`src/design/cache_defines.svh`:
```
`ifndef CACHE_DEFINES_SVH
`define CACHE_DEFINES_SVH

// Byte address and data word widths
`define CACHE_ADDR_W   32
`define CACHE_DATA_W   32

// One word per line, so the offset only selects a byte
`define CACHE_OFFSET_W 2

// Sets per way
`define CACHE_SETS     16
`define CACHE_INDEX_W  4

// Tag is whatever is left above index and offset
`define CACHE_TAG_W    (`CACHE_ADDR_W - `CACHE_INDEX_W - `CACHE_OFFSET_W)

`endif

```
`src/design/cache_geom_pkg.sv`:
```
`include "cache_defines.svh"

package cache_geom_pkg;

    // ----------------------------------------------------------------------
    // Address geometry
    // ----------------------------------------------------------------------
    typedef logic [`CACHE_ADDR_W-1:0]  addr_t;
    typedef logic [`CACHE_DATA_W-1:0]  word_t;
    typedef logic [`CACHE_INDEX_W-1:0] index_t;
    typedef logic [`CACHE_TAG_W-1:0]   tag_t;

    // Two ways, so a single bit
    typedef logic way_t;

    // Set lookup result, one cycle behind the bank read
    typedef struct packed {
        logic hit;
        way_t hit_way;
        logic victim_dirty;
    } lookup_t;

    // Controller states
    typedef enum logic [2:0] {
        ST_IDLE,
        ST_LOOKUP,
        ST_WRITEBACK,
        ST_FETCH_REQ,
        ST_FETCH_RSP,
        ST_FILL,
        ST_RESPOND
    } ctrl_state_t;

endpackage

```
`src/design/cache_axil_pkg.sv`:
```
`include "cache_defines.svh"

package cache_axil_pkg;

    // ----------------------------------------------------------------------
    // Processor side, cache is the subordinate
    // ----------------------------------------------------------------------
    typedef struct packed {
        logic [`CACHE_ADDR_W-1:0] awaddr;
        logic                     awvalid;
        logic [`CACHE_DATA_W-1:0] wdata;
        logic                     wvalid;
        logic [`CACHE_ADDR_W-1:0] araddr;
        logic                     arvalid;
        logic                     bready;
        logic                     rready;
    } sbd_req_t;

    typedef struct packed {
        logic                     awready;
        logic                     wready;
        logic                     arready;
        logic                     bvalid;
        logic [`CACHE_DATA_W-1:0] rdata;
        logic                     rvalid;
    } sbd_rsp_t;

    // ----------------------------------------------------------------------
    // Memory side, cache is the manager
    // ----------------------------------------------------------------------
    typedef struct packed {
        logic [`CACHE_ADDR_W-1:0] awaddr;
        logic                     awvalid;
        logic [`CACHE_DATA_W-1:0] wdata;
        logic                     wvalid;
        logic [`CACHE_ADDR_W-1:0] araddr;
        logic                     arvalid;
        logic                     bready;
        logic                     rready;
    } mng_req_t;

    typedef struct packed {
        logic                     awready;
        logic                     wready;
        logic                     arready;
        logic                     bvalid;
        logic [`CACHE_DATA_W-1:0] rdata;
        logic                     rvalid;
    } mng_rsp_t;

endpackage

```
`src/design/cache_sram.sv`:
```
`timescale 1ns/1ps

`include "cache_defines.svh"

module cache_sram
    import cache_geom_pkg::*;
#(
    parameter int DEPTH = `CACHE_SETS,
    parameter int WIDTH = `CACHE_DATA_W
) (
    input  logic             clk,
    input  logic             rst_n,
    input  index_t           addr,
    input  logic             re,
    input  logic             we,
    input  logic [WIDTH-1:0] din,
    output logic [WIDTH-1:0] dout
);

    logic [WIDTH-1:0] mem [DEPTH];

    // Sync read and write, dout holds while re is low
    always_ff @(posedge clk) begin
        if (!rst_n) begin
            // All entries cleared so metadata starts invalid and clean
            for (int i = 0; i < DEPTH; i++) begin
                mem[i] <= '0;
            end
            dout <= '0;
        end else begin
            if (we) begin
                mem[addr] <= din;
            end
            if (re) begin
                dout <= mem[addr];
            end
        end
    end

    // Single port, callers must never read and write together
    a_one_port: assert property (@(posedge clk) disable iff (!rst_n) !(re && we));

endmodule

```
`src/design/cache_tag_store.sv`:
```
`timescale 1ns/1ps

`include "cache_defines.svh"

module cache_tag_store
    import cache_geom_pkg::*;
(
    input  logic    clk,
    input  logic    rst_n,
    input  index_t  index,
    input  logic    re,
    input  tag_t    lookup_tag,
    input  logic    touch,
    input  logic    fill,
    input  logic    fill_dirty,
    output lookup_t result,
    output way_t    victim_way,
    output tag_t    victim_tag
);

    tag_t tag_q   [2];
    logic valid_q [2];
    logic dirty_q [2];
    logic hit_w   [2];
    logic lru_q;
    logic lru_we;

    // ----------------------------------------------------------------------
    // Per-way tag, valid and dirty banks
    // ----------------------------------------------------------------------
    for (genvar w = 0; w < 2; w++) begin : g_way
        logic meta_we;
        logic dirty_we;

        // Fill rewrites the victim's metadata
        assign meta_we  = fill && (victim_way == way_t'(w));
        // Write hit marks the hit way dirty
        assign dirty_we = meta_we || (touch && fill_dirty && (result.hit_way == way_t'(w)));

        cache_sram #(.DEPTH(`CACHE_SETS), .WIDTH(`CACHE_TAG_W)) i_tag (
            .clk  (clk),
            .rst_n(rst_n),
            .addr (index),
            .re   (re && !meta_we),
            .we   (meta_we),
            .din  (lookup_tag),
            .dout (tag_q[w])
        );

        cache_sram #(.DEPTH(`CACHE_SETS), .WIDTH(1)) i_valid (
            .clk  (clk),
            .rst_n(rst_n),
            .addr (index),
            .re   (re && !meta_we),
            .we   (meta_we),
            .din  (1'b1),
            .dout (valid_q[w])
        );

        cache_sram #(.DEPTH(`CACHE_SETS), .WIDTH(1)) i_dirty (
            .clk  (clk),
            .rst_n(rst_n),
            .addr (index),
            .re   (re && !dirty_we),
            .we   (dirty_we),
            .din  (fill_dirty),
            .dout (dirty_q[w])
        );

        // Tag match on a valid line
        assign hit_w[w] = valid_q[w] && (tag_q[w] == lookup_tag);
    end

    // ----------------------------------------------------------------------
    // LRU bit per set, value is the way to evict next
    // ----------------------------------------------------------------------
    assign lru_we = touch || fill;

    cache_sram #(.DEPTH(`CACHE_SETS), .WIDTH(1)) i_lru (
        .clk  (clk),
        .rst_n(rst_n),
        .addr (index),
        .re   (re && !lru_we),
        .we   (lru_we),
        .din  (fill ? ~victim_way : ~result.hit_way),
        .dout (lru_q)
    );

    assign victim_way = lru_q;
    // Victim tag forms the write-back address
    assign victim_tag = tag_q[victim_way];

    always_comb begin
        result.hit          = hit_w[0] || hit_w[1];
        result.hit_way      = hit_w[1];
        result.victim_dirty = dirty_q[victim_way];
    end

    // Controller strobes one metadata update at a time
    a_touch_fill: assert property (@(posedge clk) disable iff (!rst_n) !(touch && fill));

endmodule

```
`src/design/cache_data_store.sv`:
```
`timescale 1ns/1ps

`include "cache_defines.svh"

module cache_data_store
    import cache_geom_pkg::*;
(
    input  logic   clk,
    input  logic   rst_n,
    input  index_t index,
    input  logic   re,
    input  logic   we,
    input  way_t   way,
    input  word_t  din,
    output word_t  dout0,
    output word_t  dout1
);

    word_t dout_q [2];

    // One bank per way, both read in parallel
    for (genvar w = 0; w < 2; w++) begin : g_bank
        logic bank_we;

        // Only the selected way is written
        assign bank_we = we && (way == way_t'(w));

        cache_sram #(.DEPTH(`CACHE_SETS), .WIDTH(`CACHE_DATA_W)) i_data (
            .clk  (clk),
            .rst_n(rst_n),
            .addr (index),
            .re   (re && !bank_we),
            .we   (bank_we),
            .din  (din),
            .dout (dout_q[w])
        );
    end

    assign dout0 = dout_q[0];
    assign dout1 = dout_q[1];

endmodule

```
`src/design/cache_ctrl.sv`:
```
`timescale 1ns/1ps

`include "cache_defines.svh"

module cache_ctrl
    import cache_geom_pkg::*;
    import cache_axil_pkg::*;
(
    input  logic     clk,
    input  logic     rst_n,
    input  sbd_req_t sbd_req,
    output sbd_rsp_t sbd_rsp,
    output mng_req_t mng_req,
    input  mng_rsp_t mng_rsp,
    output index_t   ram_index,
    output logic     ram_re,
    output tag_t     req_tag,
    input  lookup_t  result,
    input  way_t     victim_way,
    input  tag_t     victim_tag,
    output logic     touch,
    output logic     fill,
    output logic     fill_dirty,
    output logic     data_we,
    output way_t     data_way,
    output word_t    data_din,
    input  word_t    dout0,
    input  word_t    dout1
);

    localparam int IDX_LO = `CACHE_OFFSET_W;
    localparam int TAG_LO = `CACHE_OFFSET_W + `CACHE_INDEX_W;

    ctrl_state_t state;
    ctrl_state_t state_nxt;
    logic        is_write;
    index_t      req_index;
    word_t       wdata_q;
    word_t       fetched_q;
    logic        aw_done;
    logic        w_done;
    logic        wb_done;
    addr_t       in_addr;
    logic        rd_accept;
    logic        wr_accept;
    logic        hit_ack;
    word_t       hit_data;
    word_t       victim_data;

    // ----------------------------------------------------------------------
    // Request acceptance with reads ahead of writes
    // ----------------------------------------------------------------------
    assign in_addr   = sbd_req.arvalid ? sbd_req.araddr : sbd_req.awaddr;
    assign rd_accept = (state == ST_IDLE) && sbd_req.arvalid;
    assign wr_accept = (state == ST_IDLE) && !sbd_req.arvalid
                       && sbd_req.awvalid && sbd_req.wvalid;

    // Hit answered and taken by the processor
    assign hit_ack = (state == ST_LOOKUP) && result.hit
                     && (is_write ? sbd_req.bready : sbd_req.rready);
    assign wb_done = mng_req.bready && mng_rsp.bvalid;

    always_ff @(posedge clk) begin
        if (!rst_n) begin
            state   <= ST_IDLE;
            aw_done <= 1'b0;
            w_done  <= 1'b0;
        end else begin
            state   <= state_nxt;
            // AW and W may complete in either order
            aw_done <= (state == ST_WRITEBACK) && !wb_done
                       && (aw_done || (mng_req.awvalid && mng_rsp.awready));
            w_done  <= (state == ST_WRITEBACK) && !wb_done
                       && (w_done || (mng_req.wvalid && mng_rsp.wready));
        end
    end

    // Request and fetched word
    always_ff @(posedge clk) begin
        if (rd_accept || wr_accept) begin
            is_write  <= wr_accept;
            req_tag   <= in_addr[`CACHE_ADDR_W-1:TAG_LO];
            req_index <= in_addr[TAG_LO-1:IDX_LO];
            wdata_q   <= sbd_req.wdata;
        end
        if (mng_req.rready && mng_rsp.rvalid) begin
            fetched_q <= mng_rsp.rdata;
        end
    end

    // ----------------------------------------------------------------------
    // Next state
    // ----------------------------------------------------------------------
    always_comb begin
        state_nxt = state;
        case (state)
            ST_IDLE: begin
                if (rd_accept || wr_accept) begin
                    state_nxt = ST_LOOKUP;
                end
            end
            ST_LOOKUP: begin
                if (result.hit) begin
                    if (hit_ack) begin
                        state_nxt = ST_IDLE;
                    end
                end else if (result.victim_dirty) begin
                    state_nxt = ST_WRITEBACK;
                end else begin
                    // Write miss needs no fetch since the word is the whole line
                    state_nxt = is_write ? ST_FILL : ST_FETCH_REQ;
                end
            end
            ST_WRITEBACK: begin
                if (wb_done) begin
                    state_nxt = is_write ? ST_FILL : ST_FETCH_REQ;
                end
            end
            ST_FETCH_REQ: begin
                if (mng_rsp.arready) begin
                    state_nxt = ST_FETCH_RSP;
                end
            end
            ST_FETCH_RSP: begin
                if (mng_rsp.rvalid) begin
                    state_nxt = ST_FILL;
                end
            end
            ST_FILL: begin
                state_nxt = ST_RESPOND;
            end
            ST_RESPOND: begin
                if (is_write ? sbd_req.bready : sbd_req.rready) begin
                    state_nxt = ST_IDLE;
                end
            end
            default: begin
                state_nxt = ST_IDLE;
            end
        endcase
    end

    // ----------------------------------------------------------------------
    // Store control
    // ----------------------------------------------------------------------
    // Incoming index in idle and the registered index after
    assign ram_index = (state == ST_IDLE) ? in_addr[TAG_LO-1:IDX_LO] : req_index;
    // Lookup keeps re-reading so the hit output holds under back-pressure
    assign ram_re     = (state == ST_IDLE) || (state == ST_LOOKUP);
    assign touch      = hit_ack;
    assign fill       = (state == ST_FILL);
    assign fill_dirty = is_write;
    assign data_we    = (hit_ack && is_write) || fill;
    assign data_way   = (state == ST_LOOKUP) ? result.hit_way : victim_way;
    assign data_din   = is_write ? wdata_q : fetched_q;

    assign hit_data    = result.hit_way ? dout1 : dout0;
    // Banks hold the victim word through the write-back
    assign victim_data = victim_way ? dout1 : dout0;

    // ----------------------------------------------------------------------
    // Port outputs
    // ----------------------------------------------------------------------
    always_comb begin
        sbd_rsp.arready = (state == ST_IDLE);
        sbd_rsp.awready = (state == ST_IDLE);
        sbd_rsp.wready  = (state == ST_IDLE);
        sbd_rsp.rvalid  = !is_write && (((state == ST_LOOKUP) && result.hit)
                                        || (state == ST_RESPOND));
        sbd_rsp.bvalid  = is_write && (((state == ST_LOOKUP) && result.hit)
                                       || (state == ST_RESPOND));
        sbd_rsp.rdata   = (state == ST_RESPOND) ? fetched_q : hit_data;

        // Line-aligned manager addresses
        mng_req.awaddr  = {victim_tag, req_index, {`CACHE_OFFSET_W{1'b0}}};
        mng_req.awvalid = (state == ST_WRITEBACK) && !aw_done;
        mng_req.wdata   = victim_data;
        mng_req.wvalid  = (state == ST_WRITEBACK) && !w_done;
        mng_req.bready  = (state == ST_WRITEBACK) && aw_done && w_done;
        mng_req.araddr  = {req_tag, req_index, {`CACHE_OFFSET_W{1'b0}}};
        mng_req.arvalid = (state == ST_FETCH_REQ);
        mng_req.rready  = (state == ST_FETCH_RSP);
    end

    // Read data held across the bank re-reads until taken
    a_rdata_hold: assert property (@(posedge clk) disable iff (!rst_n)
        sbd_rsp.rvalid && !sbd_req.rready |=> sbd_rsp.rvalid && $stable(sbd_rsp.rdata));

    // Fetch valid and address stay up until memory takes them
    a_arvalid_hold: assert property (@(posedge clk) disable iff (!rst_n)
        mng_req.arvalid && !mng_rsp.arready |=> mng_req.arvalid && $stable(mng_req.araddr));

endmodule

```
`src/design/cache_top.sv`:
```
`timescale 1ns/1ps

module cache_top
    import cache_geom_pkg::*;
    import cache_axil_pkg::*;
(
    input  logic     clk,
    input  logic     rst_n,
    input  sbd_req_t sbd_req,
    output sbd_rsp_t sbd_rsp,
    output mng_req_t mng_req,
    input  mng_rsp_t mng_rsp
);

    // Controller to stores
    index_t  ram_index;
    logic    ram_re;
    tag_t    req_tag;
    lookup_t result;
    way_t    victim_way;
    tag_t    victim_tag;
    logic    touch;
    logic    fill;
    logic    fill_dirty;
    logic    data_we;
    way_t    data_way;
    word_t   data_din;
    word_t   dout0;
    word_t   dout1;

    cache_ctrl i_ctrl (
        .clk       (clk),
        .rst_n     (rst_n),
        .sbd_req   (sbd_req),
        .sbd_rsp   (sbd_rsp),
        .mng_req   (mng_req),
        .mng_rsp   (mng_rsp),
        .ram_index (ram_index),
        .ram_re    (ram_re),
        .req_tag   (req_tag),
        .result    (result),
        .victim_way(victim_way),
        .victim_tag(victim_tag),
        .touch     (touch),
        .fill      (fill),
        .fill_dirty(fill_dirty),
        .data_we   (data_we),
        .data_way  (data_way),
        .data_din  (data_din),
        .dout0     (dout0),
        .dout1     (dout1)
    );

    // Metadata and replacement
    cache_tag_store i_tag_store (
        .clk       (clk),
        .rst_n     (rst_n),
        .index     (ram_index),
        .re        (ram_re),
        .lookup_tag(req_tag),
        .touch     (touch),
        .fill      (fill),
        .fill_dirty(fill_dirty),
        .result    (result),
        .victim_way(victim_way),
        .victim_tag(victim_tag)
    );

    // Line data for both ways
    cache_data_store i_data_store (
        .clk  (clk),
        .rst_n(rst_n),
        .index(ram_index),
        .re   (ram_re),
        .we   (data_we),
        .way  (data_way),
        .din  (data_din),
        .dout0(dout0),
        .dout1(dout1)
    );

endmodule

```
`config.mk`:
```
export PLATFORM = sky130hd
export DESIGN_NAME = cache_top
export DESIGN_NICKNAME = d
export VERILOG_FILES = /design/src/design/cache_geom_pkg.sv /design/src/design/cache_axil_pkg.sv /design/src/design/cache_sram.sv /design/src/design/cache_tag_store.sv /design/src/design/cache_data_store.sv /design/src/design/cache_ctrl.sv /design/src/design/cache_top.sv
export VERILOG_INCLUDE_DIRS = /design/src /design/src/design
export SDC_FILE = /design/constraint.sdc
export NUM_CORES = 2
export LEC_CHECK = 0
export BUFFER_PORTS_ARGS = -buffer_cell sky130_fd_sc_hd__clkbuf_2
export CAP_MARGIN = 15
export CORE_ASPECT_RATIO = 1.5
export CORE_UTILIZATION = 55
export DETAILED_ROUTE_END_ITERATION = 12
export PLACE_DENSITY = 0.72
export SETUP_SLACK_MARGIN = 0.1
export SKIP_LAST_GASP = 1
export SYNTH_ARGS = -nofsm -noshare
export SYNTH_HDL_FRONTEND = slang
export SYNTH_SLANG_ARGS = --single-unit
```
`constraint.sdc`:
```
create_clock -name clk -period 10.1 [get_ports clk]
set_input_delay 1.515 -clock clk [delete_from_list [all_inputs] [get_ports clk]]
set_output_delay 1.515 -clock clk [all_outputs]
set_load 0.02 [all_outputs]
```
Word-level counts from Yosys, hierarchy flattened
Memories as Yosys holds them, arrays and structs flattened. A register that Yosys moved wholly into a read port is not among the register bits.
Index checks and enable logic that the tools add are counted.

storage, ports and cells
  memory bits (read-only) = 0
  memory bits (writable) = 1936
  output and inout bits = 138
  memories kept = 9
  input port bits = 140
  bits in registers = 100
  latch bits = 0
  logic and storage cells = 187

memory list
  memory                             words  width  rd ports  clocked after memory_dff  write ports  line              source
  i_data_store.g_bank[0].i_data.mem  16     32     1         1                         16           cache_sram.sv:20  logic [WIDTH-1:0] mem [DEPTH];
  i_data_store.g_bank[1].i_data.mem  16     32     1         1                         16           cache_sram.sv:20
  i_tag_store.g_way[0].i_tag.mem     16     26     1         1                         16           cache_sram.sv:20
  i_tag_store.g_way[1].i_tag.mem     16     26     1         1                         16           cache_sram.sv:20
  i_tag_store.g_way[0].i_dirty.mem   16     1      1         1                         16           cache_sram.sv:20
  i_tag_store.g_way[0].i_valid.mem   16     1      1         1                         16           cache_sram.sv:20
  +3 memories                        n/a    n/a    n/a       n/a                       n/a          n/a

cells by class
  bitwise operators = 4
  add/subtract/negate cells = 0
  shift operators = 0
  reduce and logical (&&, ||, !) cells = 77
  muxes and demuxes = 74
  $mul = 0
  magnitude comparators = 1
  equality and inequality tests = 14
  div/mod/pow operators = 0

operator list
  cell                                                                     number
  32-bit two-way mux                                                       7
  26-bit two-way mux                                                       5
  32-bit OR reduction                                                      2
  26-bit == test                                                           2
  26-bit OR reduction                                                      2
  1-bit two-way mux                                                        42
  4-bit two-way mux                                                        10
  1-bit logical AND                                                        35
  3-bit two-way mux                                                        9
  1-bit logical NOT                                                        21
  3-bit one-hot mux with 7 select lines                                    1
  1-bit logical OR                                                         10
  3-bit == test, second input constant                                     3
  2-bit by 1-bit inequality test with 1-bit output, second input constant  4
  3-bit by 2-bit == test with 1-bit output, second input constant          2
  6-bit AND reduction                                                      1
  1-bit OR reduction                                                       5
  3-bit by 1-bit == test with 1-bit output, second input constant          1
  3-bit logical NOT                                                        1
  3-bit by 2-bit inequality test with 1-bit output, second input constant  1
  1-bit NOT                                                                3
  2-bit >= comparator, second input constant                               1
  2-bit inequality test, second input constant                             1
  1-bit NOT with 2-bit output                                              1

Logic depth before layout (Yosys ltp)
  depth after elaboration = 13
  gate-level depth with buffers = 13
  gate-level depth less buffers = 8

Modules after synthesis
A second synthesis with hierarchy kept.

second synthesis, totals
  cells, all modules = 7032
  area total of the unflattened synthesis = 98967.4 um^2

modules (own cells, without submodules)
  module                                         cells each  sequential area each (um^2)  instances  area an instance (um^2)
  cache_sram (i_tag_store.g_way[0].i_tag ...)    1377        13012.5                      2          19839.0
  cache_sram (i_data_store.g_bank[1].i_data)     1646        16015.4                      1          24165.7
  cache_sram (i_data_store.g_bank[0].i_data)     1646        16015.4                      1          24110.6
  cache_ctrl                                     435         2952.8                       1          5627.9
  cache_sram (i_tag_store.g_way[0].i_dirty ...)  85          340.3                        5          868.3
  cache_tag_store                                122         0.0                          1          1011.0
  cache_data_store                               4           0.0                          1          32.5

Worst setup path after synthesis
OpenSTA, ideal clock, no wires.

  path kind = in2reg
  start = input sbd_req[2] (netlist bit)
  end = memory i_tag_store.g_way[1].i_tag.mem[14][0] (netlist bit) (enable)
  buffers on the path = 5
  data required time = 9.655 ns
  data arrival time = 4.926 ns
  setup time = 0.445 ns
  stages on the path = 11
  setup slack = 4.729 ns
  cells stage by stage = buf_2 > mux2i_1 > inv_2 > nor3_1 > or2_1 > buf_6 > buf_6 > buf_4 > buf_2 > nand2_1 > o21ai_0

RTL lines
  what             line              source
  start, declared  cache_top.sv:9    input sbd_req_t sbd_req,
  end, declared    cache_sram.sv:20

==> summary.md <==
| Metric | Value |
|---|---|
| Critical path origin | `i_ctrl.req_tag[7]` |
| Reg-to-reg slack, setup | `4.36 ns` |
| Wire length on met1 | `92980 um` |
| Status | `completed` |
| Post-Synthesis Cells | `7049` |
| Core area | `0.1674 mm^2` |
| Clock sinks | `2157` |
| Worst r2r src | `i_ctrl.state[1]` |
| Die area | `0.1702 mm^2` |
| Post-DR vias/cell | `6.667` |
| Worst hold start | `i_tag_store.g_way[0].i_valid.mem[15]` |
| Synth top area cells | `edfxtp_1 (63%), nor2_1 (4.9%), a22o_1 (4.9%)` |
| Setup bufs post-CTS | `0` |
| I/O Buffers | `269` |
| Asr flop ratio synth | `0` |
| Height of the chip | `504.7 um` |
| Placer Congestion | `0.9675` |
| VDD IR max | `379.0 uV` |
| Final hold violation count | `0` |
| Startpoint types | `register` |
| DIE WIDTH | `337.1 um` |
| Synth Cell Area | `0.09266 mm^2` |
| Post-layout min period | `6.419 ns` |
| CTS tree | `built` |
| Setup TNS Final | `0 ns` |
| H-tree depth | `4` |
| Setup Crit Path Kind | `reg -> out` |
| Synth cell types | `64` |
| Yosys reg bits | `2157` |
| CTS Buf Count | `194` |
| Largest net degree at the start of global routing | `147` |
| Final net count | `7101` |
| Final Util | `0.6095` |
| GRT Total Usage | `0.3377` |
| Num ports | `278` |
| Max Slew Vio Count | `0` |
| Post-synth EDFFs | `1951` |
| Root Buffer | `clkbuf_16` |
| Detail Route Antenna Nets | `0` |
| Uppermost routed layer | `met5` |
| Initial drt markers | `7783` |
| Initial cell density of the core | `0.5536` |
| Slew @ Worst Pin | `1.292 ns` |
| Critical path cell sequence | `buf_4, xnor2_1, nand4_1, nor4_1, and4_2, o21ai_1, o21a_1, nor2_1, clkbuf_2` |
| Vias | `62450` |
| Longest Clk Path Bufs | `3` |
| Max transition margin | `0.1388` |
| HP Class | `reg -> reg` |
| Routed wire per std cell | `30.96 um` |
| CP Capture Type | `output pin` |
| Top-area cell type share of the netlist area | `0.6323` |
| Critical path's top delay family | `simple AND/OR/NAND/NOR gates` |
| Final setup violation count | `0` |
| Synth Flop Type | `edfxtp_1` |
| Synth-to-layout area growth | `10.08%` |
| Hold Path Sink | `i_tag_store.g_way[0].i_valid.mem[15]` |
| CP max-delay cell | `and4_2` |
| Met3 WL post-DR | `30280 um` |
| Initial antenna violation count | `17` |
| WP buf/inv | `2` |
| Number of global-route vias before repair | `61180` |
| Remaining Overflow, GRT | `0` |
| DP HPWL | `171700 um` |
| Largest area contributor in the netlist | `edfxtp_1` |
| Clk slew on worst S/H paths | `0.06 ns` |
| Row Count | `184` |
| Share of layout cells above drive strength 1 | `0.1463` |
| CP required | `8.59 ns` |
| Sequential cell area fraction in the yosys report | `0.6768` |
| FF-to-FF path depth | `10` |
| Final Routed Wirelength | `290000 um` |
| First-pass GRT wire length | `412900 um` |
| Final Skew | `0.02956 ns` |
| Post-CTS sizing | `0` |
| Avg Cell Area, Syn | `13.15 um^2` |
| Yosys warning count | `0` |
| Hold_buf cts | `0` |
| Critical Path Fanout Max | `26` |
| Max_cap viols | `0` |
| DRT Pass-1 Iters | `6` |
| R2r endpoint | `i_data_store.g_bank[1].i_data.mem[8][19]` |
| RSZ-0062 raised after global routing | `false` |
| Met2 Wirelength | `140300 um` |
| P_leak | `37.11 nW` |
| Clk_lat worst skew | `0.87 ns` |
| Drt drc | `0` |
| Period utilization | `0.6355` |
| Pwr Density | `263.0 mW/mm^2` |
| WHS Path Cells | `1` |
| Worst path max stage delay | `1.07 ns` |
| Fmax achieved | `0.1558 GHz` |
| Crit path DAT | `4.90 ns` |
## cells in the final DEF (no fill, tap or decap), drive strengths merged, types with 29 or more instances in the layout
cell    synthesis  routed
nand2         130     130
o31a           55      55
o21ai          78      78
o221a          32      32
edfxtp       1951    1951
a22o          515     515
o41a           33      33
nand3          40      40
nor2         1224    1224
a221oi        445     445
clkinv          2      73
mux2           88      88
nor3           29      29
and2          704     704
a21oi          48      48
o21a           35      35
buf           263     219
dfxtp         206     206
o211ai         50      50
clkbuf        513     546
mux2i          99      99
o22ai         206     206
and3          132     132
nand4          39      39
xnor2          39      39
## worst register-to-register path: stages (launching register included)
cell and delay, ns:
dfxtp_1 0.50, or3_4 0.54, clkinv_2 0.25, nor2_1 0.09, nor2_1 0.50, nand2_4 0.51, nor2_4 0.83, nand2_1 0.74
buf_4 0.50, nand2_2 0.33, buf_4 0.52
## logic make-up (layout without fill, tap and decap cells)
group,count (synthesis),in the layout,synth area share
other,1,9,0.00004047
XOR/XNOR,53,53,0.005010
buffers and inverters,783,861,0.03653
AND/OR/NAND/NOR,2325,2325,0.1222
multiplexers,187,187,0.02139
AO/OA/AOI/OAI,1543,1543,0.1381
flip-flops,2157,2157,0.6768
## report_power, final
| group | switching [mW] | total, mW | leakage, nW | internal (mW) |
|---|---|---|---|---|
| combinational | 6.49 | 8.91 | 12.4 | 2.42 |
| clock | 3.27 | 7.16 | 2.98 | 3.88 |
| sequential | 0.456 | 10.8 | 21.7 | 10.3 |
## cells in the mapped netlist (all sizes together), types with 33 or more instances
cell / number
edfxtp: 1951
o31a: 55
buf: 263
xnor2: 39
nor2: 1224
and2: 704
o21a: 35
nand4: 39
a21oi: 48
and3: 132
mux2: 88
nand2: 130
clkbuf: 513
o41a: 33
a22o: 515
dfxtp: 206
a221oi: 445
nand3: 40
o211ai: 50
o21ai: 78
o22ai: 206
mux2i: 99
## per-layer routing
layer | up-vias | global-route usage
met5 | - | 0
met4 | 10 | 0.2643
met3 | 1010 | 0.06711
met2 | 4102 | 0.5472
met1 | 30950 | 0.3917
li1 | 26380 | -
## area by class of cell
class,count,area (um^2)
Inverter,7,27.53
Fill cell,12690,65370
Timing Repair Buffer,489,3153
Clock buffer,276,5398
Clock inverter,89,661.9
Sequential cell,2157,62710
Antenna cell,5,12.51
Tap cell,2232,2793
Multi-Input combinational cell,4112,27240
## metrics by stage
stage / hold WS, ns / setup slack (ns) / instances / area [um^2] / power, mW
floorplan: 0.4286 / 4.729 / 7052 / 92670 / 16.10
global placement: 0.4360 / 3.210 / 8990 / 95820 / 19.42
detailed placement: 0.4438 / 3.114 / 8990 / 95820 / 19.55
CTS: 0.4584 / 3.935 / 9355 / 101900 / 26.56
global route: 0.4693 / 3.734 / 9365 / 102000 / 27.40
finish: 0.4539 / 3.681 / 9367 / 102000 / 26.83
## sequential cells by signal, indices dropped and copies added (netlist names), 26 cells and up
| register | flops |
|---|---|
| i_tag_store.g_way.i_valid.mem | 32 |
| i_data_store.g_bank.i_data.mem | 1024 |
| i_ctrl.req_tag | 26 |
| i_ctrl.fetched_q | 32 |
| i_tag_store.g_way.i_dirty.mem | 32 |
| i_tag_store.g_way.i_tag.mem | 832 |
| i_tag_store.g_way.i_tag.dout | 52 |
| i_data_store.g_bank.i_data.dout | 64 |
| i_ctrl.wdata_q | 32 |
## worst max path at each step
stage | to | slack [ns] | cells past startpoint
final | sbd_rsp[33] | 3.68 | 9
after global routing | i_data_store.g_bank[0].i_data.dout[29] | 3.73 | 12
after global placement | i_data_store.g_bank[0].i_data.dout[29] | 3.21 | 12
after detailed placement | i_data_store.g_bank[0].i_data.dout[29] | 3.11 | 12
after floorplan | i_tag_store.g_way[1].i_tag.mem[14][0] | 4.73 | 11
after CTS | sbd_rsp[33] | 3.93 | 9
Note: power is estimated with default switching activity, not from simulation.
